--- config.mk ---
export PLATFORM = sky130hd
export DESIGN_NAME = matrix_relu_flat
export DESIGN_NICKNAME = d
export VERILOG_FILES = /design/src/logic/matrix_pkg.sv /design/src/logic/mem_port_if.sv /design/src/logic/matrix_relu.sv /design/src/flat_wrapper.sv
export VERILOG_INCLUDE_DIRS = /design/src /design/src/logic
export SDC_FILE = /design/constraint.sdc
export NUM_CORES = 1
export LEC_CHECK = 0
export ABC_CLOCK_PERIOD_IN_PS = 3800
export BUFFER_PORTS_ARGS = -buffer_cell sky130_fd_sc_hd__buf_2
export CORE_UTILIZATION = 46
export DETAILED_ROUTE_END_ITERATION = 16
export GPL_ROUTABILITY_DRIVEN = 0
export PLACE_DENSITY = 0.83
export SYNTH_ARGS = -nofsm -noshare
export SYNTH_HDL_FRONTEND = slang
export SYNTH_SLANG_ARGS = --single-unit
--- constraint.sdc ---
create_clock -name clk -period 3.8 [get_ports clk]
set_input_delay 0.57 -clock clk [delete_from_list [all_inputs] [get_ports clk]]
set_output_delay 0.57 -clock clk [all_outputs]
set_load 0.02 [all_outputs]
--- src/logic/matrix_params.svh ---
`ifndef MATRIX_PARAMS_SVH
`define MATRIX_PARAMS_SVH

// ========================================
// Memory geometry
// ========================================
`define MATRIX_ADDR_WIDTH 12
`define MATRIX_DATA_WIDTH 16
`define MATRIX_MEM_DEPTH  4096

// ========================================
// Command fields
// ========================================
`define MATRIX_DIM_WIDTH  6   // Row and column counts of a source matrix.
`define MATRIX_WIN_WIDTH  4   // Window height and width.

// One command word, as presented at the host handshake.
`define MATRIX_CMD_WIDTH  48

`endif

--- src/logic/matrix_pkg.sv ---
`include "matrix_params.svh"

package matrix_pkg;

    typedef enum logic {
        op_maxpool = 1'b0,
        op_relu    = 1'b1
    } matrix_op_e;

    // The opcode sits in the top bit of both views so it decodes the same either way.
    typedef struct packed {
        matrix_op_e                   opcode;
        logic [`MATRIX_ADDR_WIDTH-1:0] src_address;
        logic [`MATRIX_ADDR_WIDTH-1:0] dest_address;
        logic [`MATRIX_DIM_WIDTH-1:0]  src_rows;
        logic [`MATRIX_DIM_WIDTH-1:0]  src_cols;
        logic [`MATRIX_WIN_WIDTH-1:0]  win_rows;
        logic [`MATRIX_WIN_WIDTH-1:0]  win_cols;
        logic [2:0]                    spare;
    } pool_cmd_t;

    typedef struct packed {
        matrix_op_e                   opcode;
        logic [`MATRIX_ADDR_WIDTH-1:0] src_address;
        logic [`MATRIX_ADDR_WIDTH-1:0] dest_address;
        logic [`MATRIX_ADDR_WIDTH-1:0] word_count;
        logic [10:0]                   spare;
    } relu_cmd_t;

    typedef union packed {
        pool_cmd_t pool;
        relu_cmd_t relu;
    } matrix_cmd_u;

endpackage

--- src/logic/mem_port_if.sv ---
`timescale 1ns/1ps
`include "matrix_params.svh"

// Request/response port into the scratch memory.
// Reads return one cycle after the address is presented.
interface mem_port_if;
    logic [`MATRIX_ADDR_WIDTH-1:0] address;
    logic [`MATRIX_DATA_WIDTH-1:0] writedata;
    logic                          write_en;
    logic [`MATRIX_DATA_WIDTH-1:0] readdata;

    modport engine (
        output address,
        output writedata,
        output write_en,
        input  readdata
    );

    modport memory (
        input  address,
        input  writedata,
        input  write_en,
        output readdata
    );
endinterface

--- src/logic/matrix_relu.sv ---
`timescale 1ns/1ps
`include "matrix_params.svh"

module matrix_relu (
    input  logic                  clk,
    input  logic                  reset,
    input  logic                  start,
    input  matrix_pkg::relu_cmd_t cmd,
    mem_port_if.engine            port,
    output logic                  done
);
    localparam logic [`MATRIX_ADDR_WIDTH-1:0] addr_one = 1;

    typedef enum logic [1:0] {st_idle, st_read, st_write} state_t;

    state_t                        state;
    logic [`MATRIX_ADDR_WIDTH-1:0] offset;
    logic [`MATRIX_ADDR_WIDTH-1:0] write_offset;

    // Read a word, then write it back one cycle later when the data is in.
    assign port.address   = (state == st_write) ? cmd.dest_address + offset
                                                : cmd.src_address + offset;
    assign port.writedata = port.readdata[`MATRIX_DATA_WIDTH-1] ? '0 : port.readdata;
    assign port.write_en  = (state == st_write);

    always_ff @(posedge clk) begin
        if (reset) begin
            state  <= st_idle;
            offset <= '0;
            done   <= 1'b0;
        end else begin
            done <= 1'b0;
            case (state)
                st_idle: begin
                    if (start) begin
                        offset <= '0;
                        state  <= st_read;
                    end
                end
                st_read: state <= st_write;
                st_write: begin
                    if (offset == cmd.word_count - addr_one) begin
                        state <= st_idle;
                        done  <= 1'b1;
                    end else begin
                        offset <= offset + addr_one;
                        state  <= st_read;
                    end
                end
                default: state <= st_idle;
            endcase
        end
    end

    // ========================================
    // Checks
    // ========================================
    assign write_offset = port.address - cmd.dest_address;

    assert property (@(posedge clk) disable iff (reset)
        port.write_en |-> (write_offset < cmd.word_count))
    else $error("matrix_relu: write outside destination at %0h", port.address);

endmodule

--- src/flat_wrapper.sv ---
// flat-port wrapper written by rule: the top's interface ports become plain ports
module matrix_relu_flat 
  (clk, reset, start, cmd, done, port_address, port_writedata, port_write_en, port_readdata);
  mem_port_if port_i ();
  input  logic clk;
  input  logic reset;
  input  logic start;
  input  matrix_pkg::relu_cmd_t cmd;
  output logic done;
  output wire logic [$bits(port_i.address)-1:0] port_address;
  output wire logic [$bits(port_i.writedata)-1:0] port_writedata;
  output wire logic [$bits(port_i.write_en)-1:0] port_write_en;
  input wire logic [$bits(port_i.readdata)-1:0] port_readdata;
  assign port_address = port_i.address;
  assign port_writedata = port_i.writedata;
  assign port_write_en = port_i.write_en;
  assign port_i.readdata = port_readdata;
  matrix_relu u_core (.clk(clk), .reset(reset), .start(start), .cmd(cmd), .port(port_i), .done(done));
endmodule
==> flow_metrics.tcl <==
set metrics [dict create \
    synth_edf_count 0 \
    hpwlAfterDp_um 3599 \
    synth_most_common_cell "nand2_1" \
    start_util 0.4947 \
    wl_um 4533 \
    synth_nets 348 \
    use_met2 0.3980 \
    cp-start-kind "flip-flop" \
    netlist_top_cells_area "dfxtp_1 16%, nand2_1 9.5%, ha_1 8.7%" \
    finalHoldViolCount 0 \
    cts_tree "built" \
    place_area_um2 2298 \
    core_area_um2 3771 \
    n_antenna_cell 0 \
    final.min_clock_period_ns 3.518 \
    hp-class "flip-flop to flip-flop" \
    path_class "flip-flop to primary output" \
    cp_common_cell "nand2_1" \
    drt_first_iter_violations 87 \
    synth-seq-cells 15 \
    area_delta_synth_final_pct 26.83 \
    async_flop_share 0 \
    critPathSlowestCell "fa_1" \
    grt_max_degree 26 \
    synth_common_cells "47 x nand2_1, 23 x nor2b_1, 19 x a21oi_1" \
    drc 0 \
    place.port_buffers 83 \
    nNetsFinal 427 \
    grt_usage 0.2188 \
    die_w_um 65.68 \
    die-area_um2 4314 \
    arrival_ns 2.95 \
    slew_violations 0 \
    antenna_found_initial 0 \
    fin_crit_sh 0.9257 \
    p_per_area_nw_per_um2 195.1 \
    hold_buffers 0 \
    grt_pass1_wl_um 7652 \
    leakagePower_uw 0.001120 \
    clock_path_buffers 2 \
    cts_buffers 3 \
    setup_violations 0 \
    synth_area_leader_cell "dfxtp_1" \
    ys_warn_count 0 \
    row_count 22 \
    worstMarginPinSlew_ns 0.8390 \
    clkLatencyLatePin_ns 0.24 \
    rsz0062_at_grt "false" \
    first_pass_iters 4 \
    syn-cell-area_um2 1866 \
    use_met3 0.03646 \
    outcome "completed" \
    routedWlPerCell_um 11.53 \
    postRouteAntennaNets 0 \
    syn_inst 267 \
    die_h_um 65.68 \
    crit_path_max_incr_delay_ns 0.39 \
    ff2ff_setup_slack_ns 1.03 \
    worst_slack_ns 0.2825 \
    critPathCaptureType "primary output" \
    cts-root-buf "clkbuf_8" \
    cts_sinks 15 \
    io_pins 97 \
    dp_slack_ns 0.2315 \
    grt_busiest_layer "met2" \
    final_area_um2 2366 \
    h-tree-depth 1 \
    crit_chain "nand2b_4, buf_6, nand2_1, nand2_1, ha_1, inv_1, fa_1, nor2b_1, o21ai_0, a21boi_1, o21ai_1, a21oi_2, o31ai_1, o311ai_1, buf_2" \
    num_vias 2115 \
    ys_seq_area_frac 0.1610 \
    grt-ovfl-total 0 \
    synth.avg_cell_area_um2 6.987 \
    grt_pass1_vias 1866 \
    synth_flop_cell "dfxtp_1" \
    tns_ns 0 \
    clock.fmax_ghz 0.2843 \
    fin_skew_ns 0.0009064 \
    synthDistinctLibCells 50 \
    required_ns 3.23 \
    cp_max_fo 14 \
    yosysTopAreaCellShare 0.1610 \
    slew_headroom 0.4407 \
    grt_util_met1 0.2729 \
    cts.clk_slew.worst_paths_ns 0.06 \
    peakVddDrop_mv 0.1773 \
    drive_gt1_frac 0.2783 \
    viasPerCell 5.382 \
    maxCapViolations 0 \
]
[through the flow]
stage	hold WS [ns]	total power [uW]	utilization	std cells
after floorplan	0.4653	273.2	-	267
after global placement	0.4845	330.9	0.6095	388
after detailed placement	0.4936	333.9	0.6095	388
after CTS	0.5032	462.1	0.6214	392
after global routing	0.5262	492.3	0.6274	393
final	0.5113	461.5	0.6274	393
[routing by layer]
metal	part of all wire	routed length [um]
met2	0.49	2230
met3	0.045	203
met5	0	0
met4	0	0
met1	0.46	2098
[registers in the layout, summed over array words and instances, names as in the netlist]
name / flops
u_core.done: 1
u_core.offset: 12
u_core.state: 2
[timing repair]
item / CTS / global route
endpoints found under the hold margin: 0 / 0
setup buffers: 0 / 1
endpoints found under the setup margin: 0 / 2
gates resized for setup: 0 / 5
[final cells by class]
cell class | count | area (um^2)
Clock buffer | 4 | 45.04
Fill cell | 359 | 1405
Inverter | 14 | 52.55
Multi-Input combinational cell | 226 | 1466
Sequential cell | 15 | 300.3
Tap cell | 48 | 60.06
Timing Repair Buffer | 86 | 441.7
[cell usage in the layout (no fill, tap or decap), types with 3 or more instances in the layout]
cell and n:
nand2b_1 5, nor2b_1 23, mux2i_1 3, buf_2 83
or3_1 8, ha_1 13, o31ai_1 3, nand2_1 47
dfxtp_1 15, o21ai_1 6, clkbuf_8 3, o311ai_1 3
xor2_1 9, a21o_1 3, nor4_1 5, nor2_1 12
a21oi_1 18, nand3_1 8, nor3_1 8, xnor2_1 14
or4_1 5, inv_1 13
[report_power, final]
part / internal (uW) / total [uW] / leakage [uW] / switching (uW)
registers: 159 / 161 / 0.000121 / 2.05
logic: 72.7 / 171 / 0.000976 / 98.8
clock network: 74.2 / 129 / 0.0000228 / 55.0
total: 306 / 462 / 0.00112 / 156
[worst paths after layout]
check / endpoint / depth (start not counted) / start
max: port_address[10] / 15 / u_core.state[0]$_SDFFE_PP0P_
min reg2reg: u_core.state[1]$_SDFFE_PP0P_ / 1 / u_core.state[0]$_SDFFE_PP0P_
min: u_core.state[1]$_SDFFE_PP0P_ / 1 / u_core.state[0]$_SDFFE_PP0P_
max reg2reg: u_core.offset[6]$_SDFFE_PP0P_ / 8 / u_core.offset[5]$_SDFFE_PP0P_
[worst max-delay path: cells and delay by family, from the launching register on]
kind / cells / cell delay [ns]
DFF: 1 / 0.36
adders and majority gates: 2 / 0.55
and+or+nand+nor: 4 / 0.42
buffers and inverters: 3 / 0.42
AOI/OAI and AO/OA: 6 / 0.93
[cell families (layout without fill, tap and decap cells)]
family | Yosys count | in the layout | share of synthesized area
AOI/OAI and AO/OA | 50 | 50 | 0.1730
xor gates and xnor gates | 23 | 23 | 0.1080
muxes | 3 | 3 | 0.01610
buffers and inverters | 26 | 104 | 0.05902
other | 1 | 1 | 0.002010
and+or+nand+nor | 135 | 135 | 0.3830
DFF | 15 | 15 | 0.1610
adders and majority gates | 14 | 14 | 0.09792
No activity file was read; power rests on OpenSTA's default activity.
