===== src/logic/matrix_params.svh =====
`ifndef MATRIX_PARAMS_SVH
`define MATRIX_PARAMS_SVH

// ========================================
// Memory geometry
// ========================================
`define MATRIX_ADDR_WIDTH 12
`define MATRIX_DATA_WIDTH 16
`define MATRIX_MEM_DEPTH  4096

// ========================================
// Command fields
// ========================================
`define MATRIX_DIM_WIDTH  6   // Row and column counts of a source matrix.
`define MATRIX_WIN_WIDTH  4   // Window height and width.

// One command word, as presented at the host handshake.
`define MATRIX_CMD_WIDTH  48

`endif


===== src/logic/matrix_pkg.sv =====
`include "matrix_params.svh"

package matrix_pkg;

    typedef enum logic {
        op_maxpool = 1'b0,
        op_relu    = 1'b1
    } matrix_op_e;

    // The opcode sits in the top bit of both views so it decodes the same either way.
    typedef struct packed {
        matrix_op_e                   opcode;
        logic [`MATRIX_ADDR_WIDTH-1:0] src_address;
        logic [`MATRIX_ADDR_WIDTH-1:0] dest_address;
        logic [`MATRIX_DIM_WIDTH-1:0]  src_rows;
        logic [`MATRIX_DIM_WIDTH-1:0]  src_cols;
        logic [`MATRIX_WIN_WIDTH-1:0]  win_rows;
        logic [`MATRIX_WIN_WIDTH-1:0]  win_cols;
        logic [2:0]                    spare;
    } pool_cmd_t;

    typedef struct packed {
        matrix_op_e                   opcode;
        logic [`MATRIX_ADDR_WIDTH-1:0] src_address;
        logic [`MATRIX_ADDR_WIDTH-1:0] dest_address;
        logic [`MATRIX_ADDR_WIDTH-1:0] word_count;
        logic [10:0]                   spare;
    } relu_cmd_t;

    typedef union packed {
        pool_cmd_t pool;
        relu_cmd_t relu;
    } matrix_cmd_u;

endpackage


===== src/logic/mem_port_if.sv =====
`timescale 1ns/1ps
`include "matrix_params.svh"

// Request/response port into the scratch memory.
// Reads return one cycle after the address is presented.
interface mem_port_if;
    logic [`MATRIX_ADDR_WIDTH-1:0] address;
    logic [`MATRIX_DATA_WIDTH-1:0] writedata;
    logic                          write_en;
    logic [`MATRIX_DATA_WIDTH-1:0] readdata;

    modport engine (
        output address,
        output writedata,
        output write_en,
        input  readdata
    );

    modport memory (
        input  address,
        input  writedata,
        input  write_en,
        output readdata
    );
endinterface


===== src/logic/matrix_sequencer.sv =====
`timescale 1ns/1ps
`include "matrix_params.svh"

module matrix_sequencer (
    input  logic                         clk,
    input  logic                         reset,
    input  logic                         cmd_valid,
    output logic                         cmd_ready,
    input  logic [`MATRIX_CMD_WIDTH-1:0] cmd_word,
    output matrix_pkg::pool_cmd_t        pool_cmd,
    output matrix_pkg::relu_cmd_t        relu_cmd,
    output logic                         pool_start,
    output logic                         relu_start,
    input  logic                         pool_done,
    input  logic                         relu_done,
    mem_port_if.memory                   pool_port,
    mem_port_if.memory                   relu_port,
    mem_port_if.engine                   mem_port,
    output logic                         busy,
    output logic                         done
);
    import matrix_pkg::*;

    matrix_cmd_u cmd_in;
    matrix_cmd_u cmd_q;
    logic        use_pool;
    logic        accept;
    logic        engine_done;

    assign cmd_in      = cmd_word;
    assign accept      = cmd_valid && cmd_ready;
    assign use_pool    = (cmd_q.pool.opcode == op_maxpool);
    assign engine_done = use_pool ? pool_done : relu_done;

    // Both views come from the same held word and stay put while busy.
    assign pool_cmd = cmd_q.pool;
    assign relu_cmd = cmd_q.relu;

    // ========================================
    // Command handshake
    // ========================================
    always_ff @(posedge clk) begin
        if (reset) begin
            cmd_q      <= '0;
            cmd_ready  <= 1'b1;
            busy       <= 1'b0;
            done       <= 1'b0;
            pool_start <= 1'b0;
            relu_start <= 1'b0;
        end else begin
            done       <= 1'b0;
            pool_start <= 1'b0;
            relu_start <= 1'b0;
            if (accept) begin
                cmd_q      <= cmd_in;
                cmd_ready  <= 1'b0;
                busy       <= 1'b1;
                pool_start <= (cmd_in.pool.opcode == op_maxpool);
                relu_start <= (cmd_in.pool.opcode == op_relu);
            end else if (busy && engine_done) begin
                cmd_ready <= 1'b1;
                busy      <= 1'b0;
                done      <= 1'b1;
            end
        end
    end

    // ========================================
    // Memory steering
    // ========================================
    assign mem_port.address   = use_pool ? pool_port.address : relu_port.address;
    assign mem_port.writedata = use_pool ? pool_port.writedata : relu_port.writedata;
    assign mem_port.write_en  = use_pool ? pool_port.write_en : relu_port.write_en;

    assign pool_port.readdata = mem_port.readdata;  // Only the active engine looks at it.
    assign relu_port.readdata = mem_port.readdata;

    assert property (@(posedge clk) disable iff (reset) !(cmd_ready && busy))
    else $error("matrix_sequencer: ready while busy");

endmodule


===== src/flat_wrapper.sv =====
// flat-port wrapper written by rule: the top's interface ports become plain ports
module matrix_sequencer_flat import matrix_pkg::*;
  (clk, reset, cmd_valid, cmd_ready, cmd_word, pool_cmd, relu_cmd, pool_start, relu_start, pool_done, relu_done, busy, done, pool_port_address, pool_port_writedata, pool_port_write_en, pool_port_readdata, relu_port_address, relu_port_writedata, relu_port_write_en, relu_port_readdata, mem_port_address, mem_port_writedata, mem_port_write_en, mem_port_readdata);
  mem_port_if pool_port_i ();
  mem_port_if relu_port_i ();
  mem_port_if mem_port_i ();
  input  logic clk;
  input  logic reset;
  input  logic cmd_valid;
  output logic cmd_ready;
  input  logic [`MATRIX_CMD_WIDTH-1:0] cmd_word;
  output matrix_pkg::pool_cmd_t pool_cmd;
  output matrix_pkg::relu_cmd_t relu_cmd;
  output logic pool_start;
  output logic relu_start;
  input  logic pool_done;
  input  logic relu_done;
  output logic busy;
  output logic done;
  input wire logic [$bits(pool_port_i.address)-1:0] pool_port_address;
  input wire logic [$bits(pool_port_i.writedata)-1:0] pool_port_writedata;
  input wire logic [$bits(pool_port_i.write_en)-1:0] pool_port_write_en;
  output wire logic [$bits(pool_port_i.readdata)-1:0] pool_port_readdata;
  input wire logic [$bits(relu_port_i.address)-1:0] relu_port_address;
  input wire logic [$bits(relu_port_i.writedata)-1:0] relu_port_writedata;
  input wire logic [$bits(relu_port_i.write_en)-1:0] relu_port_write_en;
  output wire logic [$bits(relu_port_i.readdata)-1:0] relu_port_readdata;
  output wire logic [$bits(mem_port_i.address)-1:0] mem_port_address;
  output wire logic [$bits(mem_port_i.writedata)-1:0] mem_port_writedata;
  output wire logic [$bits(mem_port_i.write_en)-1:0] mem_port_write_en;
  input wire logic [$bits(mem_port_i.readdata)-1:0] mem_port_readdata;
  assign pool_port_i.address = pool_port_address;
  assign pool_port_i.writedata = pool_port_writedata;
  assign pool_port_i.write_en = pool_port_write_en;
  assign pool_port_readdata = pool_port_i.readdata;
  assign relu_port_i.address = relu_port_address;
  assign relu_port_i.writedata = relu_port_writedata;
  assign relu_port_i.write_en = relu_port_write_en;
  assign relu_port_readdata = relu_port_i.readdata;
  assign mem_port_address = mem_port_i.address;
  assign mem_port_writedata = mem_port_i.writedata;
  assign mem_port_write_en = mem_port_i.write_en;
  assign mem_port_i.readdata = mem_port_readdata;
  matrix_sequencer u_core (.clk(clk), .reset(reset), .cmd_valid(cmd_valid), .cmd_ready(cmd_ready), .cmd_word(cmd_word), .pool_cmd(pool_cmd), .relu_cmd(relu_cmd), .pool_start(pool_start), .relu_start(relu_start), .pool_done(pool_done), .relu_done(relu_done), .pool_port(pool_port_i), .relu_port(relu_port_i), .mem_port(mem_port_i), .busy(busy), .done(done));
endmodule

===== config.mk =====
export PLATFORM = sky130hd
export DESIGN_NAME = matrix_sequencer_flat
export DESIGN_NICKNAME = d
export VERILOG_FILES = /design/src/logic/matrix_pkg.sv /design/src/logic/mem_port_if.sv /design/src/logic/matrix_sequencer.sv /design/src/flat_wrapper.sv
export VERILOG_INCLUDE_DIRS = /design/src /design/src/logic
export SDC_FILE = /design/constraint.sdc
export NUM_CORES = 1
export LEC_CHECK = 0
export BUFFER_PORTS_ARGS = -buffer_cell sky130_fd_sc_hd__buf_4
export CAP_MARGIN = 20
export CORE_AREA = 3 3 110 112
export CTS_CLUSTER_DIAMETER = 80
export DETAILED_ROUTE_END_ITERATION = 7
export DIE_AREA = 0 0 113 115
export PLACE_DENSITY_LB_ADDON = 0.15
export SYNTH_ARGS = -nofsm -noshare
export SYNTH_HDL_FRONTEND = slang
export SYNTH_SLANG_ARGS = --single-unit

===== constraint.sdc =====
create_clock -name clk -period 3.66 [get_ports clk]
set_input_delay 0.366 -clock clk [delete_from_list [all_inputs] [get_ports clk]]
set_output_delay 0.366 -clock clk [all_outputs]
set_load 0.01 [all_outputs]

==> impl_metrics.ini, run 1 <==
[synthesis]
synthTopCellsByArea = dfxtp_1, buf_4, a22o_1
synth_area_sq_mm = 0.00257
synth_top_cells_by_count = buf_4, dfxtp_1, a22o_1
yosysWarnings = 0
ys_types = 18
yosysMostFrequentCell = buf_4
synth_nets = 363
synth_edf_count = 0
syn_avg_cell_area_sq_um = 10.9
synthArstFlopShare_pct = 0
seq_area_frac_synth_pct = 41.2
synth.largest_area_cell = dfxtp_1
yosysTopAreaCellShare_pct = 41.2
synth_flop_cell = dfxtp_1
syn_inst = 236
synth_seq_cells = 53

[route]
ant_nets = 0
drc = 0
drt_first_pass_iters = 4
drt_wl_total_um = 8600
routed_via_density = 4.17
vias = 2232
drtIter0Drc = 80
post_drt_wl_per_cell_um = 16.1

[cts]
cts_buffers = 5
cts_tree = yes
cts_hold_buf = 0
cts.sinks = 53
root_buffer = clkbuf_16
clk_pin_slew_ns = 0.07
clock_path_buffers = 2
htree_num_levels = 2
cts_setup_buffers = 0
post_cts_resized = 0
clk_latency_ns = 0.29

[finish]
fin_area_sq_mm = 0.00404
diodes = 0
final_cells = 535
utilization_pct = 35.7
drive_above_1_share_pct = 71.9
area_growth_pct = 56.9
nets = 518

[sta]
skew_ns = 0.00406
fin_crit_sh_pct = 61.6
tns_ns = 0
hold_viol = 0
setup_violations = 0
slew_viol_final = 0
rsz0062_at_grt = false
max-slew-margin-rel_pct = 37.9
period_needed_ns = 2.26
tightest_slew_ns = 0.931
max_freq_mhz = 443

[global_routing]
antenna_found_initial = 1
grt.total_usage_pct = 12.0
grt_pass1_vias = 2215
grt_max_degree = 50
grt_overflow = 0
grt_pass1_wl_um = 12200

[worst_setup_path]
critical_path.max_fanout = 19
startpoint_type = flip-flop
endpoint_kind = output pin
path_cells = buf_4, mux2_2, buf_4
r2r_setup_slack_ns = 1.71
worstPathRequired_ns = 3.29
timing.critical_path.mode_cell = buf_4
crit_slowest_cell = dfxtp_1
crit_type = reg2out
critical_path_arrival_ns = 1.89
crit_path_max_incr_delay_ns = 0.72

[placement]
io_buffers = 240
dp_hpwl_um = 6860
gp_congestion = 0.769
placed_cell_area_sq_mm = 0.00390
dp.cells = 527

[die]
core_sq_mm = 0.0113
die_y_um = 115
row_count = 39
die_w_um = 113
num_io_pins = 289
die_area_sq_mm = 0.0130
initial_utilization_pct = 22.7

[power_and_ir_drop]
ir_drop_uv = 199
power_density_mw_per_mm2 = 368
p_leak_nw = 2.04

[worst_hold_path]
min_path_type = in2reg

[job]
max_cap_viol_count = 0

[outcome]
status = finished, final reports clean
[cell usage in the layout, fill, tap and decap left out]
cell type / n
buf_4: 242
dfxtp_1: 53
a22o_1: 48
mux2_2: 30
clkbuf_16: 5
clkinv_2: 2
a21oi_4: 1
and3b_2: 1
inv_1: 1
nor2b_1: 1
a311o_1: 1
nand2_1: 1
nand2b_1: 1
o22ai_1: 1
and3b_1: 1
and2_1: 1
nor3_1: 1
clkinvlp_4: 1
[worst max-delay path, delay by kind of cell (launching register included)]
family / cells / cell delay, ns
flip-flops: 1 / 0.72
buffers and inverters: 2 / 0.51
multiplexers: 1 / 0.37
[final cells by class]
cell class / instances / area, sq um
fillers: 1153 / 7280
repair buffers: 242 / 1820
flip-flops and latches: 53 / 1060
multi-input cells: 88 / 837
well taps: 143 / 179
clock buffers: 5 / 125
clock inverters: 3 / 17.5
inverters: 1 / 3.75
[per-layer routing]
metal	GRT usage [%]	up-vias	part of all wire, %
li1	-	1061	-
met2	21.9	145	51
met3	5.32	18	13
met5	0	-	0.20
met1	12.5	1006	35
met4	3.69	2	1.3
[metrics by stage]
step / hold slack [ns] / power (W) / worst slack, ns
3_3_place_gp: 0.492 / 0.00104 / 1.72
6_report: 0.283 / 0.00149 / 1.40
2_1_floorplan: 0.443 / 0.000871 / 2.26
5_1_grt: 0.275 / 0.00157 / 1.29
4_1_cts: 0.269 / 0.00153 / 1.36
3_5_place_dp: 0.495 / 0.00104 / 1.68
[where the power goes]
| part | internal (W) | switching (W) | total (W) |
|---|---|---|---|
| combinational | 0.000235 | 0.000143 | 0.000378 |
| sequential | 0.000613 | 0.0000326 | 0.000645 |
| clock | 0.000251 | 0.000212 | 0.000464 |
[final timing paths]
path | from | endpoint | cells after the start
worst max-delay path | u_core.pool_cmd[47]$_SDFFE_PP0P_ | mem_port_address[10] | 3
worst max register to register | u_core.pool_cmd[47]$_SDFFE_PP0P_ | u_core.cmd_ready$_SDFFE_PP1P_ | 3
worst min register to register | u_core.pool_cmd[40]$_SDFFE_PP0P_ | u_core.pool_cmd[40]$_SDFFE_PP0P_ | 1
worst min-delay path | cmd_word[47] | u_core.pool_start$_SDFF_PP0_ | 2
[cells by family (layout without fill, tap and decap cells)]
kind of cell	Yosys count	after routing	synth area share, %
buffers and inverters	95	251	26.8
multiplexers	30	30	13.1
AND/OR/NAND/NOR	7	7	1.75
AO/OA/AOI/OAI	51	51	17.2
flip-flops	53	53	41.2
[registers in the layout, summed over array words and instances (netlist names)]
register,flops
u_core.pool_cmd,48
u_core.relu_start,1
u_core.done,1
u_core.pool_start,1
u_core.busy,1
u_core.cmd_ready,1
Power figures use the tool's default switching activity.
==> run 2: changes to the inputs <==
ABC_AREA = 1   (was unset)
CORE_AREA = 3 3 112 114   (was 3 3 110 112)
DIE_AREA = 0 0 115 117   (was 0 0 113 115)
clock period = 1.9 ns   (was 3.66 ns; I/O delays follow)
==> run 2 against run 1 <==
Against the previous run:
- combinational power increased by 120%
- clock power up 120%
- die area up 3.5%
- via count rose by 31%
- design area rose by 6.1%
- total power increased by 110%
- synthesized cell count increased by 71%
- non-clock buffer count increased by 5
- clock skew barely moved
- sequential share of layout area fell by 1.5 points
- sequential power rose by 94%
- critical endpoint is now mem_port_writedata[6]
- largest cell class unchanged
- largest power group unchanged
==> impl_metrics.ini, run 2 <==
[outcome]
status = finished, final reports clean

[synthesis]
synth_nets = 530
syn_avg_cell_area_sq_um = 6.87
seq_area_frac_synth_pct = 38.3
yosysMostFrequentCell = nand2_1
synthArstFlopShare_pct = 0
synth_seq_cells = 53
yosysWarnings = 0
syn_inst = 403
synth_edf_count = 0
ys_types = 15
synthTopCellsByArea = dfxtp_1, nand2_1, buf_4
synth_top_cells_by_count = nand2_1, buf_4, dfxtp_1
yosysTopAreaCellShare_pct = 38.3
synth_flop_cell = dfxtp_1
synth_area_sq_mm = 0.00277
synth.largest_area_cell = dfxtp_1

[worst_setup_path]
r2r_setup_slack_ns = 0.63
rr_startpoint = u_core.cmd_ready$_SDFFE_PP1P_
startpoint_type = flip-flop
worstPathRequired_ns = 1.71
worst_r2r_path_depth = 6
crit_type = reg2out
critical_path.max_fanout = 30
endpoint_kind = output pin
critical_path_arrival_ns = 1.30
rr_endpoint = u_core.cmd_ready$_SDFFE_PP1P_

[route]
routed_via_density = 4.17
drtIter0Drc = 150
drt_first_pass_iters = 4
post_drt_wl_per_cell_um = 14.1
vias = 2921
drc = 0
ant_nets = 0
drt_wl_total_um = 9880

[sta]
slew_viol_final = 0
fin_ws_ns = 0.409
hold_viol = 0
max-slew-margin-rel_pct = 65.9
fin_crit_sh_pct = 78.4
setup_violations = 0
max_freq_mhz = 671
tns_ns = 0
skew_ns = 0.00432
rsz0062_at_grt = false
tightest_slew_ns = 0.511
period_needed_ns = 1.49

[placement]
gp_congestion = 0.759
io_buffers = 240
dp_hpwl_um = 7930
place_ws_ns = 0.612
placed_cell_area_sq_mm = 0.00411

[cts]
clock_path_buffers = 2
cts_hold_buf = 0
htree_num_levels = 2
clk_pin_slew_ns = 0.07
cts_tree = yes
clk_latency_ns = 0.29
root_buffer = clkbuf_16
cts_setup_buffers = 0
post_cts_resized = 0
cts.sinks = 53
cts_buffers = 5

[die]
core_sq_mm = 0.0115
num_io_pins = 289
initial_utilization_pct = 24.0
die_area_sq_mm = 0.0135
row_count = 39
die_y_um = 117
die_w_um = 115

[finish]
drive_above_1_share_pct = 46.1
mostFrequentLayoutCells = buf_4, nand2_1, dfxtp_1, nand3_1
largest_register_ff_count = 48
diodes = 0
nets = 683
layout_commonest_cell = buf_4
fin_area_sq_mm = 0.00429
area_growth_pct = 54.9

[global_routing]
grt_pass1_wl_um = 14200
grt_overflow = 0
grt_max_degree = 51
grt.total_usage_pct = 13.4
grt_pass1_vias = 2728
antenna_found_initial = 0

[power_and_ir_drop]
power_density_mw_per_mm2 = 724
ir_drop_uv = 348
p_leak_nw = 2.46

[worst_hold_path]
min_to = u_core.pool_start$_SDFF_PP0_
hold_depth = 2
hold_start = cmd_word[47]
min_path_type = in2reg

[job]
max_cap_viol_count = 0
==> run 2: critical path, cell delays in order, from the launching register on <==
cell     delay, ns
dfxtp_1       0.33
inv_2         0.35
nand2_1       0.10
nand2_1       0.10
buf_4         0.12
==> run 2: metrics by stage <==
stage,cells,utilization (%),hold slack (ns),power [W]
after floorplan,403,-,0.262,0.00172
after global placement,692,35.7,0.362,0.00210
after detailed placement,692,35.7,0.363,0.00211
after CTS,700,37.2,0.0485,0.00318
after global routing,700,37.2,0.0512,0.00329
final,700,37.2,0.0598,0.00310
==> run 2: routing by layer <==
metal	part of all wire (%)	vias to the layer above	global-route usage, %
li1	-	1467	-
met1	35	1269	13.9
met2	53	176	25.0
met3	10	9	4.78
met4	1.6	0	4.62
met5	0	-	0
==> run 2: how the worst max path moves through the flow <==
stage / start / endpoint / slack [ns]
floorplan: u_core.pool_cmd[47]$_SDFFE_PP0P_ / mem_port_address[10] / 0.79
global placement: u_core.cmd_ready$_SDFFE_PP1P_ / u_core.cmd_ready$_SDFFE_PP1P_ / 0.64
detailed placement: u_core.cmd_ready$_SDFFE_PP1P_ / u_core.pool_cmd[15]$_SDFFE_PP0P_ / 0.61
CTS: u_core.pool_cmd[47]$_SDFFE_PP0P_ / mem_port_writedata[0] / 0.37
global route: u_core.pool_cmd[47]$_SDFFE_PP0P_ / mem_port_writedata[0] / 0.27
finish: u_core.pool_cmd[47]$_SDFFE_PP0P_ / mem_port_writedata[6] / 0.41
==> run 2: logic make-up (layout without fill, tap and decap cells) <==
group / Yosys count / in the layout / share of synthesized area (%)
simple gates: 241 / 241 / 35.0
buf+inv: 107 / 261 / 26.3
compound gates: 2 / 2 / 0.361
flops: 53 / 53 / 38.3
==> run 2: area by class of cell <==
cell class	instances	area, sq um
sequential	53	1060
clock inverter	1	30.0
fill	1214	7230
clock buffer	7	143
inverter	6	22.5
tap	143	179
timing repair buffer	247	1870
multi-input combinational	243	985
==> run 2: where the power goes <==
part / total, W / switching, W / leakage [nW] / internal (W)
logic: 0.000816 / 0.000371 / 1.95 / 0.000446
clock network: 0.00104 / 0.000382 / 0.0841 / 0.000658
registers: 0.00125 / 0.0000595 / 0.436 / 0.00119
