--- config.mk ---
export PLATFORM = sky130hd
export DESIGN_NAME = matrix_maxpool_flat
export DESIGN_NICKNAME = d
export VERILOG_FILES = /design/src/logic/matrix_pkg.sv /design/src/logic/mem_port_if.sv /design/src/logic/matrix_maxpool.sv /design/src/flat_wrapper.sv
export VERILOG_INCLUDE_DIRS = /design/src /design/src/logic
export SDC_FILE = /design/constraint.sdc
export NUM_CORES = 1
export LEC_CHECK = 0
export BUFFER_PORTS_ARGS = -buffer_cell sky130_fd_sc_hd__buf_2
export CORE_ASPECT_RATIO = 1.25
export CORE_MARGIN = 10
export CORE_UTILIZATION = 34
export CTS_CLUSTER_SIZE = 10
export DETAILED_ROUTE_END_ITERATION = 12
export RECOVER_POWER = 100
export REMOVE_ABC_BUFFERS = 1
export SYNTH_ARGS = -nofsm -noshare
export SYNTH_HDL_FRONTEND = slang
export SYNTH_SLANG_ARGS = --single-unit
--- constraint.sdc ---
create_clock -name clk -period 7.8 [get_ports clk]
set_input_delay 1.17 -clock clk [delete_from_list [all_inputs] [get_ports clk]]
set_output_delay 1.17 -clock clk [all_outputs]
set_load 0.05 [all_outputs]
--- src/logic/matrix_params.svh ---
`ifndef MATRIX_PARAMS_SVH
`define MATRIX_PARAMS_SVH

// ========================================
// Memory geometry
// ========================================
`define MATRIX_ADDR_WIDTH 12
`define MATRIX_DATA_WIDTH 16
`define MATRIX_MEM_DEPTH  4096

// ========================================
// Command fields
// ========================================
`define MATRIX_DIM_WIDTH  6   // Row and column counts of a source matrix.
`define MATRIX_WIN_WIDTH  4   // Window height and width.

// One command word, as presented at the host handshake.
`define MATRIX_CMD_WIDTH  48

`endif

--- src/logic/matrix_pkg.sv ---
`include "matrix_params.svh"

package matrix_pkg;

    typedef enum logic {
        op_maxpool = 1'b0,
        op_relu    = 1'b1
    } matrix_op_e;

    // The opcode sits in the top bit of both views so it decodes the same either way.
    typedef struct packed {
        matrix_op_e                   opcode;
        logic [`MATRIX_ADDR_WIDTH-1:0] src_address;
        logic [`MATRIX_ADDR_WIDTH-1:0] dest_address;
        logic [`MATRIX_DIM_WIDTH-1:0]  src_rows;
        logic [`MATRIX_DIM_WIDTH-1:0]  src_cols;
        logic [`MATRIX_WIN_WIDTH-1:0]  win_rows;
        logic [`MATRIX_WIN_WIDTH-1:0]  win_cols;
        logic [2:0]                    spare;
    } pool_cmd_t;

    typedef struct packed {
        matrix_op_e                   opcode;
        logic [`MATRIX_ADDR_WIDTH-1:0] src_address;
        logic [`MATRIX_ADDR_WIDTH-1:0] dest_address;
        logic [`MATRIX_ADDR_WIDTH-1:0] word_count;
        logic [10:0]                   spare;
    } relu_cmd_t;

    typedef union packed {
        pool_cmd_t pool;
        relu_cmd_t relu;
    } matrix_cmd_u;

endpackage

--- src/logic/mem_port_if.sv ---
`timescale 1ns/1ps
`include "matrix_params.svh"

// Request/response port into the scratch memory.
// Reads return one cycle after the address is presented.
interface mem_port_if;
    logic [`MATRIX_ADDR_WIDTH-1:0] address;
    logic [`MATRIX_DATA_WIDTH-1:0] writedata;
    logic                          write_en;
    logic [`MATRIX_DATA_WIDTH-1:0] readdata;

    modport engine (
        output address,
        output writedata,
        output write_en,
        input  readdata
    );

    modport memory (
        input  address,
        input  writedata,
        input  write_en,
        output readdata
    );
endinterface

--- src/logic/matrix_maxpool.sv ---
`timescale 1ns/1ps
`include "matrix_params.svh"

module matrix_maxpool (
    input  logic                  clk,
    input  logic                  reset,
    input  logic                  start,
    input  matrix_pkg::pool_cmd_t cmd,
    mem_port_if.engine            port,
    output logic                  done
);
    localparam int win_pad  = `MATRIX_DIM_WIDTH - `MATRIX_WIN_WIDTH;
    localparam int addr_pad = `MATRIX_ADDR_WIDTH - `MATRIX_DIM_WIDTH;
    localparam logic [`MATRIX_DIM_WIDTH-1:0]  dim_one  = 1;
    localparam logic [`MATRIX_ADDR_WIDTH-1:0] addr_one = 1;

    typedef enum logic [1:0] {st_idle, st_read, st_write} state_t;

    state_t                        state;
    logic                          rd_valid_q;  // A read was issued last cycle.
    logic [`MATRIX_DIM_WIDTH-1:0]  elem_row_cnt;
    logic [`MATRIX_DIM_WIDTH-1:0]  elem_col_cnt;
    logic [`MATRIX_DIM_WIDTH-1:0]  blk_row;
    logic [`MATRIX_DIM_WIDTH-1:0]  blk_col;
    logic [`MATRIX_DIM_WIDTH:0]    next_blk_row;
    logic [`MATRIX_DIM_WIDTH:0]    next_blk_col;
    logic [`MATRIX_DIM_WIDTH-1:0]  win_rows_ext;
    logic [`MATRIX_DIM_WIDTH-1:0]  win_cols_ext;
    logic [`MATRIX_DIM_WIDTH-1:0]  elem_row;
    logic [`MATRIX_DIM_WIDTH-1:0]  elem_col;
    logic [`MATRIX_ADDR_WIDTH-1:0] row_offset;
    logic [`MATRIX_ADDR_WIDTH-1:0] read_address;
    logic [`MATRIX_ADDR_WIDTH-1:0] dest_ptr;
    logic [`MATRIX_DATA_WIDTH-1:0] max_q;
    logic [`MATRIX_DATA_WIDTH-1:0] data_max;
    logic                          last_col;
    logic                          last_row;
    logic                          last_block;

    // ========================================
    // Address generation
    // ========================================
    assign win_rows_ext = {{win_pad{1'b0}}, cmd.win_rows};
    assign win_cols_ext = {{win_pad{1'b0}}, cmd.win_cols};
    assign elem_row     = blk_row + elem_row_cnt;
    assign elem_col     = blk_col + elem_col_cnt;
    assign row_offset   = {{addr_pad{1'b0}}, elem_row} * {{addr_pad{1'b0}}, cmd.src_cols};
    assign read_address = cmd.src_address + row_offset + {{addr_pad{1'b0}}, elem_col};

    assign last_col     = (elem_col_cnt == win_cols_ext - dim_one);
    assign last_row     = (elem_row_cnt == win_rows_ext - dim_one);
    assign next_blk_row = {1'b0, blk_row} + {1'b0, win_rows_ext};
    assign next_blk_col = {1'b0, blk_col} + {1'b0, win_cols_ext};
    assign last_block   = (next_blk_col == {1'b0, cmd.src_cols}) &&
                          (next_blk_row == {1'b0, cmd.src_rows});

    // Compare the word that came back for last cycle's read.
    assign data_max = (rd_valid_q && (port.readdata > max_q)) ? port.readdata : max_q;

    assign port.address   = (state == st_write) ? dest_ptr : read_address;
    assign port.writedata = data_max;

    // ========================================
    // Control
    // ========================================
    always_ff @(posedge clk) begin
        if (reset) begin
            state         <= st_idle;
            rd_valid_q    <= 1'b0;
            port.write_en <= 1'b0;
            done          <= 1'b0;
            elem_row_cnt  <= '0;
            elem_col_cnt  <= '0;
            blk_row       <= '0;
            blk_col       <= '0;
        end else begin
            done          <= 1'b0;
            rd_valid_q    <= (state == st_read);
            port.write_en <= (state == st_read) && last_col && last_row;  // Window is complete.
            case (state)
                st_idle: begin
                    if (start) begin
                        elem_row_cnt <= '0;
                        elem_col_cnt <= '0;
                        blk_row      <= '0;
                        blk_col      <= '0;
                        state        <= st_read;
                    end
                end
                st_read: begin
                    if (last_col) begin
                        elem_col_cnt <= '0;
                        if (last_row) begin
                            elem_row_cnt <= '0;
                            state        <= st_write;
                        end else begin
                            elem_row_cnt <= elem_row_cnt + dim_one;
                        end
                    end else begin
                        elem_col_cnt <= elem_col_cnt + dim_one;
                    end
                end
                st_write: begin
                    if (last_block) begin
                        state <= st_idle;
                        done  <= 1'b1;
                    end else if (next_blk_col == {1'b0, cmd.src_cols}) begin
                        blk_col <= '0;
                        blk_row <= next_blk_row[`MATRIX_DIM_WIDTH-1:0];
                        state   <= st_read;
                    end else begin
                        blk_col <= next_blk_col[`MATRIX_DIM_WIDTH-1:0];
                        state   <= st_read;
                    end
                end
                default: state <= st_idle;
            endcase
        end
    end

    always_ff @(posedge clk) begin
        if ((state == st_idle) && start) begin
            max_q    <= '0;
            dest_ptr <= cmd.dest_address;
        end else if (state == st_read) begin
            max_q <= data_max;
        end else if (state == st_write) begin
            max_q    <= '0;  // Next window starts from scratch.
            dest_ptr <= dest_ptr + addr_one;
        end
    end

    assert property (@(posedge clk) disable iff (reset)
        (state == st_idle) |-> !port.write_en)
    else $error("matrix_maxpool: write while idle");

endmodule

--- src/flat_wrapper.sv ---
// flat-port wrapper written by rule: the top's interface ports become plain ports
module matrix_maxpool_flat 
  (clk, reset, start, cmd, done, port_address, port_writedata, port_write_en, port_readdata);
  mem_port_if port_i ();
  input  logic clk;
  input  logic reset;
  input  logic start;
  input  matrix_pkg::pool_cmd_t cmd;
  output logic done;
  output wire logic [$bits(port_i.address)-1:0] port_address;
  output wire logic [$bits(port_i.writedata)-1:0] port_writedata;
  output wire logic [$bits(port_i.write_en)-1:0] port_write_en;
  input wire logic [$bits(port_i.readdata)-1:0] port_readdata;
  assign port_address = port_i.address;
  assign port_writedata = port_i.writedata;
  assign port_write_en = port_i.write_en;
  assign port_i.readdata = port_readdata;
  matrix_maxpool u_core (.clk(clk), .reset(reset), .start(start), .cmd(cmd), .port(port_i), .done(done));
endmodule
==> flow_results.xml, run 1 <==
<?xml version="1.0" encoding="UTF-8"?>
<metrics>
  <group name="die">
    <metric name="dieWidth" unit="um">140</metric>
    <metric name="die_span_in_y" unit="um">170</metric>
    <metric name="design.portCount" unit="">97</metric>
    <metric name="num_rows" unit="">54</metric>
    <metric name="die_area" unit="um2">23900</metric>
    <metric name="floorplan.core_area" unit="um2">17600</metric>
    <metric name="initial_utilization" unit="">0.349</metric>
  </group>
  <group name="clock_tree">
    <metric name="ctsResizeCount" unit="">0</metric>
    <metric name="clkLatencyLatePin" unit="ns">0.34</metric>
    <metric name="clock_tree.root_cell" unit="">sky130_fd_sc_hd__clkbuf_16</metric>
    <metric name="post_cts_buffers" unit="">0</metric>
    <metric name="ctsLongestPathBuffers" unit="">2</metric>
    <metric name="cts_num_sinks" unit="">57</metric>
    <metric name="cts_tree" unit="">built</metric>
    <metric name="cts-buffers-inserted" unit="">9</metric>
    <metric name="hold_buffers" unit="">0</metric>
    <metric name="clk_pin_slew" unit="ns">0.05</metric>
    <metric name="clock_tree.htree_level_count" unit="">3</metric>
  </group>
  <group name="route">
    <metric name="route.layer.met1.wl" unit="um">6720</metric>
    <metric name="drt_pass1_iterations" unit="">4</metric>
    <metric name="detail_route.vias_per_cell" unit="">5.05</metric>
    <metric name="detail_route.wl_per_cell" unit="um">15.1</metric>
    <metric name="finalWirelength" unit="um">15700</metric>
    <metric name="met3WireLength" unit="um">751</metric>
    <metric name="wl_met2" unit="um">7940</metric>
    <metric name="route.antenna.remaining_nets" unit="">0</metric>
    <metric name="vias" unit="">5264</metric>
    <metric name="first_iter_violations" unit="">189</metric>
    <metric name="highest_layer" unit="">met4</metric>
    <metric name="drc" unit="">0</metric>
  </group>
  <group name="status">
    <metric name="failed_checks" unit="">max-capacitance violations, max-slew violations</metric>
    <metric name="run_status" unit="">finished, violations left</metric>
  </group>
  <group name="critical_path">
    <metric name="slowest_stage" unit="">sky130_fd_sc_hd__fa_1</metric>
    <metric name="endpoint" unit="">port_address[10]</metric>
    <metric name="worstPathMaxFanout" unit="">6</metric>
    <metric name="worst-endpoint-required" unit="ns">6.63</metric>
    <metric name="crit_path_max_incr_delay" unit="ns">0.54</metric>
    <metric name="reg2reg_from" unit="">u_core.max_q[14]</metric>
    <metric name="cp_data_arrival_time" unit="ns">6.17</metric>
    <metric name="cp_cell_sequence" unit="">ha_1, a21o_1, a21oi_1, o21bai_1, a21oi_1, xnor2_1, and2_1, fa_1, inv_1, fa_1, inv_1, fa_1, inv_1, fa_1, inv_1, ha_1, o21ai_0, a21boi_0, o21ai_0, a21boi_0, or4_1, nand3_1, buf_2</metric>
    <metric name="worst_setup_path_end_kind" unit="">output port</metric>
    <metric name="worst_setup_path_start_kind" unit="">flop</metric>
    <metric name="worst_setup_path_startpoint" unit="">u_core.elem_row_cnt[1]</metric>
    <metric name="worstReg2RegEnd" unit="">u_core.max_q[7]</metric>
    <metric name="crit_type" unit="">reg -&gt; out</metric>
    <metric name="setup_slack_reg_to_reg" unit="ns">3.34</metric>
    <metric name="register_to_register_path_depth" unit="">9</metric>
  </group>
  <group name="sta">
    <metric name="final_hold_viol_count" unit="">0</metric>
    <metric name="unrepaired_setup_endpoints_after_global_routing" unit="">no</metric>
    <metric name="clock-skew-final" unit="ns">0.0135</metric>
    <metric name="worst_slew_margin_rel" unit="">-0.586</metric>
    <metric name="fin_hold_ws" unit="ns">0.519</metric>
    <metric name="finalWorstPathRequiredPeriod" unit="ns">7.34</metric>
    <metric name="setup-tns-final" unit="ns">0</metric>
    <metric name="setup_viol_count_final" unit="">0</metric>
    <metric name="worst_slew_pin_slew" unit="ns">2.35</metric>
    <metric name="fmax" unit="MHz">136</metric>
    <metric name="final-max-slew-violation-count" unit="">88</metric>
    <metric name="timing.final.crit_share" unit="">0.941</metric>
  </group>
  <group name="placed_design">
    <metric name="gp_routability_congestion" unit="">0.817</metric>
    <metric name="port_buffers" unit="">92</metric>
    <metric name="detailedPlacementHpwl" unit="um">12600</metric>
  </group>
  <group name="yosys">
    <metric name="yosysUniqueCellTypes" unit="">63</metric>
    <metric name="netlist_instances" unit="">729</metric>
    <metric name="ys_async_sr_fraction" unit="">0</metric>
    <metric name="synth_edf_count" unit="">12</metric>
    <metric name="yosysWarnings" unit="">0</metric>
    <metric name="synth_seq_cells" unit="">57</metric>
    <metric name="postSynthAreaPerCell" unit="um2">8.44</metric>
    <metric name="sequential_area_share_after_synthesis" unit="">0.205</metric>
    <metric name="syn-cell-area" unit="um2">6150</metric>
    <metric name="ys.flop_type" unit="">sky130_fd_sc_hd__dfxtp_1</metric>
  </group>
  <group name="global_route">
    <metric name="pin_count_of_the_biggest_net_entering_global_routing" unit="">52</metric>
    <metric name="wire_length_of_the_first_global_routing_pass" unit="um">25800</metric>
    <metric name="antenna_found_initial" unit="">3</metric>
    <metric name="grt_pass1_vias" unit="">5228</metric>
    <metric name="track_usage" unit="">0.131</metric>
    <metric name="global_route.overflow_total" unit="">0</metric>
  </group>
  <group name="run">
    <metric name="cap_violations" unit="">2</metric>
  </group>
  <group name="power">
    <metric name="power.share.clock" unit="">0.299</metric>
    <metric name="power_internal" unit="W">0.000689</metric>
    <metric name="power_density_of_the_placed_cells" unit="nW/um2">170</metric>
    <metric name="switching_share" unit="">0.421</metric>
    <metric name="power.share.combinational" unit="">0.397</metric>
    <metric name="power.static_leakage" unit="nW">3.17</metric>
    <metric name="vdd.ir_drop.worst" unit="V">0.000101</metric>
    <metric name="power.share.sequential" unit="">0.304</metric>
    <metric name="net-switching-power" unit="W">0.000500</metric>
  </group>
  <group name="cells_and_area">
    <metric name="drive_gt1_frac" unit="">0.107</metric>
    <metric name="fillCellCount" unit="">1852</metric>
    <metric name="area.growth.synth_to_final" unit="%">14.0</metric>
    <metric name="design.final.nets" unit="">984</metric>
  </group>
  <group name="hold_path">
    <metric name="worstHoldPathType" unit="">reg -&gt; reg</metric>
  </group>
</metrics>
metrics by stage:
stage          instances  area, um2  setup slack, ns  power, W   util
2_1_floorplan        704       6050            0.730  0.000712      -
5_1_grt             1041       7010           0.0417   0.00128  0.398
3_5_place_dp        1024       6840            0.822  0.000859  0.388
6_report            1043       7020            0.461   0.00119  0.398
4_1_cts             1040       7100            0.442   0.00122  0.403
3_3_place_gp        1024       6840            0.847  0.000853  0.388
sequential cells by signal, summed over array words and instances (netlist names):
register / count
u_core.done: 1
u_core.rd_valid_q: 1
u_core.elem_row_cnt: 6
u_core.dest_ptr: 12
u_core.blk_row: 6
u_core.elem_col_cnt: 6
u_core.max_q: 16
u_core.port.write_en: 1
u_core.blk_col: 6
u_core.state: 2
power groups by stage:
stage	combinational, W	clock, W	sequential (W)
CTS	0.000493	0.000366	0.000362
global placement	0.000486	0	0.000367
finish	0.000472	0.000355	0.000362
global route	0.000530	0.000381	0.000365
floorplan	0.000353	0	0.000359
detailed placement	0.000491	0	0.000368
Yosys cell counts (3+ instances only):
master,n,area (um2)
sky130_fd_sc_hd__o311ai_0,15,131
sky130_fd_sc_hd__nand2_1,74,278
sky130_fd_sc_hd__o21ai_1,3,15.0
sky130_fd_sc_hd__nor3_1,6,30.0
sky130_fd_sc_hd__ha_1,71,888
sky130_fd_sc_hd__nand4_1,8,50.1
sky130_fd_sc_hd__nand3_1,33,165
sky130_fd_sc_hd__edfxtp_1,12,360
sky130_fd_sc_hd__a211oi_1,3,22.5
sky130_fd_sc_hd__and3_1,13,81.3
sky130_fd_sc_hd__nor2b_1,5,31.3
sky130_fd_sc_hd__xor2_1,29,254
sky130_fd_sc_hd__mux2i_1,8,80.1
sky130_fd_sc_hd__xnor2_1,29,254
sky130_fd_sc_hd__dfxtp_1,45,901
sky130_fd_sc_hd__clkbuf_1,20,75.1
sky130_fd_sc_hd__mux2_2,4,45.0
sky130_fd_sc_hd__nor2_1,32,120
sky130_fd_sc_hd__a21o_1,15,113
sky130_fd_sc_hd__and2_1,27,169
sky130_fd_sc_hd__a21oi_1,28,140
sky130_fd_sc_hd__inv_1,88,330
sky130_fd_sc_hd__fa_1,35,701
sky130_fd_sc_hd__o211ai_1,7,52.6
sky130_fd_sc_hd__o21ai_0,42,210
sky130_fd_sc_hd__or4_1,18,135
sky130_fd_sc_hd__o21a_1,4,30.0
sky130_fd_sc_hd__o31ai_1,4,30.0
sky130_fd_sc_hd__nand2b_1,4,25.0
sky130_fd_sc_hd__buf_2,3,15.0
worst min path at each step:
| stage | from | endpoint | slack [ns] | depth (start not counted) |
|---|---|---|---|---|
| after global routing | u_core.blk_col[0] | u_core.blk_col[0] | 0.54 | 2 |
| after global placement | u_core.blk_col[0] | u_core.blk_col[0] | 0.50 | 2 |
| final | u_core.blk_col[0] | u_core.blk_col[0] | 0.52 | 2 |
| after detailed placement | u_core.blk_col[3] | u_core.blk_col[3] | 0.51 | 2 |
| after CTS | u_core.blk_col[2] | u_core.blk_col[2] | 0.52 | 2 |
| after floorplan | u_core.blk_col[0] | u_core.blk_col[0] | 0.46 | 2 |
per-layer routing:
layer	up-vias	track usage
met3	17	0.0309
met5	-	0
met4	0	0.0517
met1	2459	0.150
met2	85	0.230
li1	2703	-
cells in the final DEF, fill, tap and decap left out, types with 32 or more instances in the layout:
master                      n
sky130_fd_sc_hd__nor2_1    32
sky130_fd_sc_hd__nand2_1   74
sky130_fd_sc_hd__dfxtp_1   45
sky130_fd_sc_hd__ha_1      71
sky130_fd_sc_hd__fa_1      35
sky130_fd_sc_hd__buf_2     60
sky130_fd_sc_hd__o21ai_0   44
sky130_fd_sc_hd__clkbuf_1  38
sky130_fd_sc_hd__inv_1     88
sky130_fd_sc_hd__nand3_1   33
logic make-up after synthesis:
family                   count (synthesis)  synth area share
multiplexers                            12            0.0203
adder cells (fa/ha/maj)                106             0.258
flip-flops                              57             0.205
AND/OR/NAND/NOR                        235             0.197
buffers and inverters                  113            0.0701
AO/OA/AOI/OAI                          146             0.159
XOR/XNOR                                60            0.0899
cell type report:
cell class	instances	area (um2)	area share
antenna	3	7.51	0.00107
clock buffer	12	236	0.0337
clock inverter	4	22.5	0.00321
inverter	88	330	0.0471
multi-input combinational	559	4440	0.633
sequential	57	1260	0.180
tap	224	280	0.0399
timing repair buffer	96	437	0.0622
worst max-delay path, delay by kind of cell, from the launching register on:
kind	cells	cell delay [ns]
AO/OA/AOI/OAI	8	1.32
adder cells (fa/ha/maj)	6	2.58
flip-flops	1	0.47
XOR/XNOR	1	0.18
buffers and inverters	5	0.46
AND/OR/NAND/NOR	3	0.79
No activity file was read; power rests on OpenSTA's default activity.
==> inputs of run 2 (changes only) <==
--- a/constraint.sdc
+++ b/constraint.sdc
@@ -3,2 +3,2 @@
 set_output_delay 1.17 -clock clk [all_outputs]
-set_load 0.05 [all_outputs]
+set_load 0.01 [all_outputs]
==> run 2 against run 1 <==
Net effect: the flow still finishes with violations (max-capacitance violations, max-slew violations); worst hold slack worse by 0.0012 ns; final area up 0.78%; routed wire length increased by 0.19%; via count grew 0.11%; worst setup slack improved by 0.088 ns; sequential power hardly changed; highest routed layer unchanged.
==> flow_results.xml, run 2 (synthesis gave the netlist of run 1 again) <==
<?xml version="1.0" encoding="UTF-8"?>
<metrics>
  <group name="cells_and_area">
    <metric name="layout.cells.most_common" unit="">sky130_fd_sc_hd__inv_1</metric>
    <metric name="largest-register" unit="">u_core.max_q</metric>
    <metric name="layout_common_cells" unit="">sky130_fd_sc_hd__inv_1, sky130_fd_sc_hd__nand2_1, sky130_fd_sc_hd__ha_1</metric>
    <metric name="design.final.nets" unit="">984</metric>
    <metric name="final-instance-count-excl-fill" unit="">1043</metric>
    <metric name="area.growth.synth_to_final" unit="%">14.9</metric>
    <metric name="drive_gt1_frac" unit="">0.110</metric>
    <metric name="top_regs" unit="">u_core.max_q x16, u_core.dest_ptr x12</metric>
    <metric name="number_of_flip_flops_in_the_largest_register" unit="">16</metric>
  </group>
  <group name="route">
    <metric name="vias" unit="">5270</metric>
    <metric name="route.antenna.remaining_nets" unit="">0</metric>
    <metric name="drt_pass1_iterations" unit="">6</metric>
    <metric name="detail_route.vias_per_cell" unit="">5.05</metric>
    <metric name="finalWirelength" unit="um">15800</metric>
    <metric name="detail_route.wl_per_cell" unit="um">15.1</metric>
    <metric name="drc" unit="">0</metric>
    <metric name="first_iter_violations" unit="">248</metric>
  </group>
  <group name="status">
    <metric name="run_status" unit="">finished, violations left</metric>
    <metric name="failed_checks" unit="">max-capacitance violations, max-slew violations</metric>
  </group>
  <group name="run">
    <metric name="cap_violations" unit="">2</metric>
  </group>
  <group name="die">
    <metric name="die_area" unit="um2">23900</metric>
    <metric name="initial_utilization" unit="">0.349</metric>
    <metric name="floorplan.core_area" unit="um2">17600</metric>
    <metric name="die_span_in_y" unit="um">170</metric>
    <metric name="design.portCount" unit="">97</metric>
    <metric name="num_rows" unit="">54</metric>
    <metric name="dieWidth" unit="um">140</metric>
  </group>
  <group name="critical_path">
    <metric name="slowest_stage" unit="">sky130_fd_sc_hd__fa_1</metric>
    <metric name="path_buf_inv" unit="">5</metric>
    <metric name="cp_data_arrival_time" unit="ns">6.08</metric>
    <metric name="critical_path.top_delay_family" unit="">adder cells</metric>
    <metric name="worst_setup_path_start_kind" unit="">flop</metric>
    <metric name="worst_setup_path_end_kind" unit="">output port</metric>
    <metric name="worst-endpoint-required" unit="ns">6.63</metric>
    <metric name="cp_cell_sequence" unit="">ha_1, a21o_1, a21oi_1, o21bai_1, a21oi_1, xnor2_1, and2_0, fa_1, inv_1, fa_1, inv_1, fa_1, inv_1, fa_1, inv_1, ha_1, o21ai_0, a21boi_0, o21ai_0, a21boi_0, or4_1, nand3_1, clkbuf_1</metric>
    <metric name="worstPathMaxFanout" unit="">6</metric>
    <metric name="crit_path_max_incr_delay" unit="ns">0.54</metric>
    <metric name="crit_type" unit="">reg -&gt; out</metric>
  </group>
  <group name="power">
    <metric name="power_density_of_the_placed_cells" unit="nW/um2">162</metric>
    <metric name="total_power" unit="W">0.00115</metric>
    <metric name="vdd.ir_drop.worst" unit="V">0.000149</metric>
    <metric name="power.static_leakage" unit="nW">3.19</metric>
  </group>
  <group name="clock_tree">
    <metric name="ctsLongestPathBuffers" unit="">2</metric>
    <metric name="clkLatencyLatePin" unit="ns">0.33</metric>
    <metric name="ctsResizeCount" unit="">0</metric>
    <metric name="cts_tree" unit="">built</metric>
    <metric name="clk_pin_slew" unit="ns">0.05</metric>
    <metric name="cts-buffers-inserted" unit="">9</metric>
    <metric name="clock_tree.root_cell" unit="">sky130_fd_sc_hd__clkbuf_16</metric>
    <metric name="clock_tree.htree_level_count" unit="">3</metric>
    <metric name="hold_buffers" unit="">0</metric>
    <metric name="cts_num_sinks" unit="">57</metric>
    <metric name="post_cts_buffers" unit="">0</metric>
  </group>
  <group name="sta">
    <metric name="final_hold_viol_count" unit="">0</metric>
    <metric name="unrepaired_setup_endpoints_after_global_routing" unit="">no</metric>
    <metric name="clock-skew-final" unit="ns">0.00909</metric>
    <metric name="worst_slew_margin_rel" unit="">-0.641</metric>
    <metric name="finalWorstPathRequiredPeriod" unit="ns">7.25</metric>
    <metric name="final-max-slew-violation-count" unit="">89</metric>
    <metric name="timing.final.crit_share" unit="">0.930</metric>
    <metric name="setup-tns-final" unit="ns">0</metric>
    <metric name="fmax" unit="MHz">138</metric>
    <metric name="worst_slew_pin_slew" unit="ns">2.43</metric>
    <metric name="setup_viol_count_final" unit="">0</metric>
  </group>
  <group name="placed_design">
    <metric name="placedCellCount" unit="">1024</metric>
    <metric name="gp_routability_congestion" unit="">0.843</metric>
    <metric name="port_buffers" unit="">92</metric>
    <metric name="detailedPlacementHpwl" unit="um">12700</metric>
  </group>
  <group name="global_route">
    <metric name="track_usage" unit="">0.132</metric>
    <metric name="global_route.overflow_total" unit="">0</metric>
    <metric name="pin_count_of_the_biggest_net_entering_global_routing" unit="">52</metric>
    <metric name="antenna_found_initial" unit="">3</metric>
    <metric name="wire_length_of_the_first_global_routing_pass" unit="um">26100</metric>
    <metric name="grt_pass1_vias" unit="">5354</metric>
  </group>
  <group name="hold_path">
    <metric name="worstHoldPathType" unit="">reg -&gt; reg</metric>
  </group>
</metrics>
==> run 2: worst min-delay path: cells and delay by family, from the launching register on <==
family           cells  cell delay [ns]
muxes                1             0.06
and+or+nand+nor      1             0.07
DFF                  1             0.34
==> run 2: per-stage QoR <==
step	utilization	hold slack (ns)	setup WS, ns	area [um2]
after floorplan	-	0.456	1.45	6050
after global placement	0.388	0.502	0.980	6840
after detailed placement	0.388	0.503	0.876	6840
after CTS	0.405	0.511	0.537	7150
after global routing	0.401	0.531	0.131	7070
final	0.401	0.518	0.549	7070
==> run 2: path summary, 6_finish.rpt <==
path / start / to / slack (ns) / cells after the start
max: u_core.blk_row[1] / port_address[10] / 0.55 / 23
min: u_core.blk_col[0] / u_core.blk_col[0] / 0.52 / 2
max reg2reg: u_core.max_q[14] / u_core.max_q[7] / 3.34 / 9
min reg2reg: u_core.blk_col[0] / u_core.blk_col[0] / 0.52 / 2
==> run 2: power breakdown <==
group	switching (W)	internal, W	total, W	leakage [nW]
Sequential	0.0000257	0.000335	0.000361	0.477
Clock	0.000143	0.000264	0.000407	0.149
Combinational	0.000239	0.000141	0.000379	2.56
Total	0.000407	0.000741	0.00115	3.19
==> run 2: final cells by class <==
cell class              instances  area, um2
inverters                      88        330
fillers                      1824      10600
diodes                          3       7.51
well taps                     224        280
flip-flops and latches         57       1260
clock inverters                 4       51.3
clock buffers                  12        256
repair buffers                 96        437
multi-input cells             559       4450
==> run 2: per-layer routing <==
metal | track usage | wire length (um) | vias up
li1 | - | - | 2717
met1 | 0.148 | 6810 | 2447
met2 | 0.231 | 7800 | 82
met3 | 0.0301 | 669 | 24
met4 | 0.0607 | 477 | 0
met5 | 0 | 0 | -
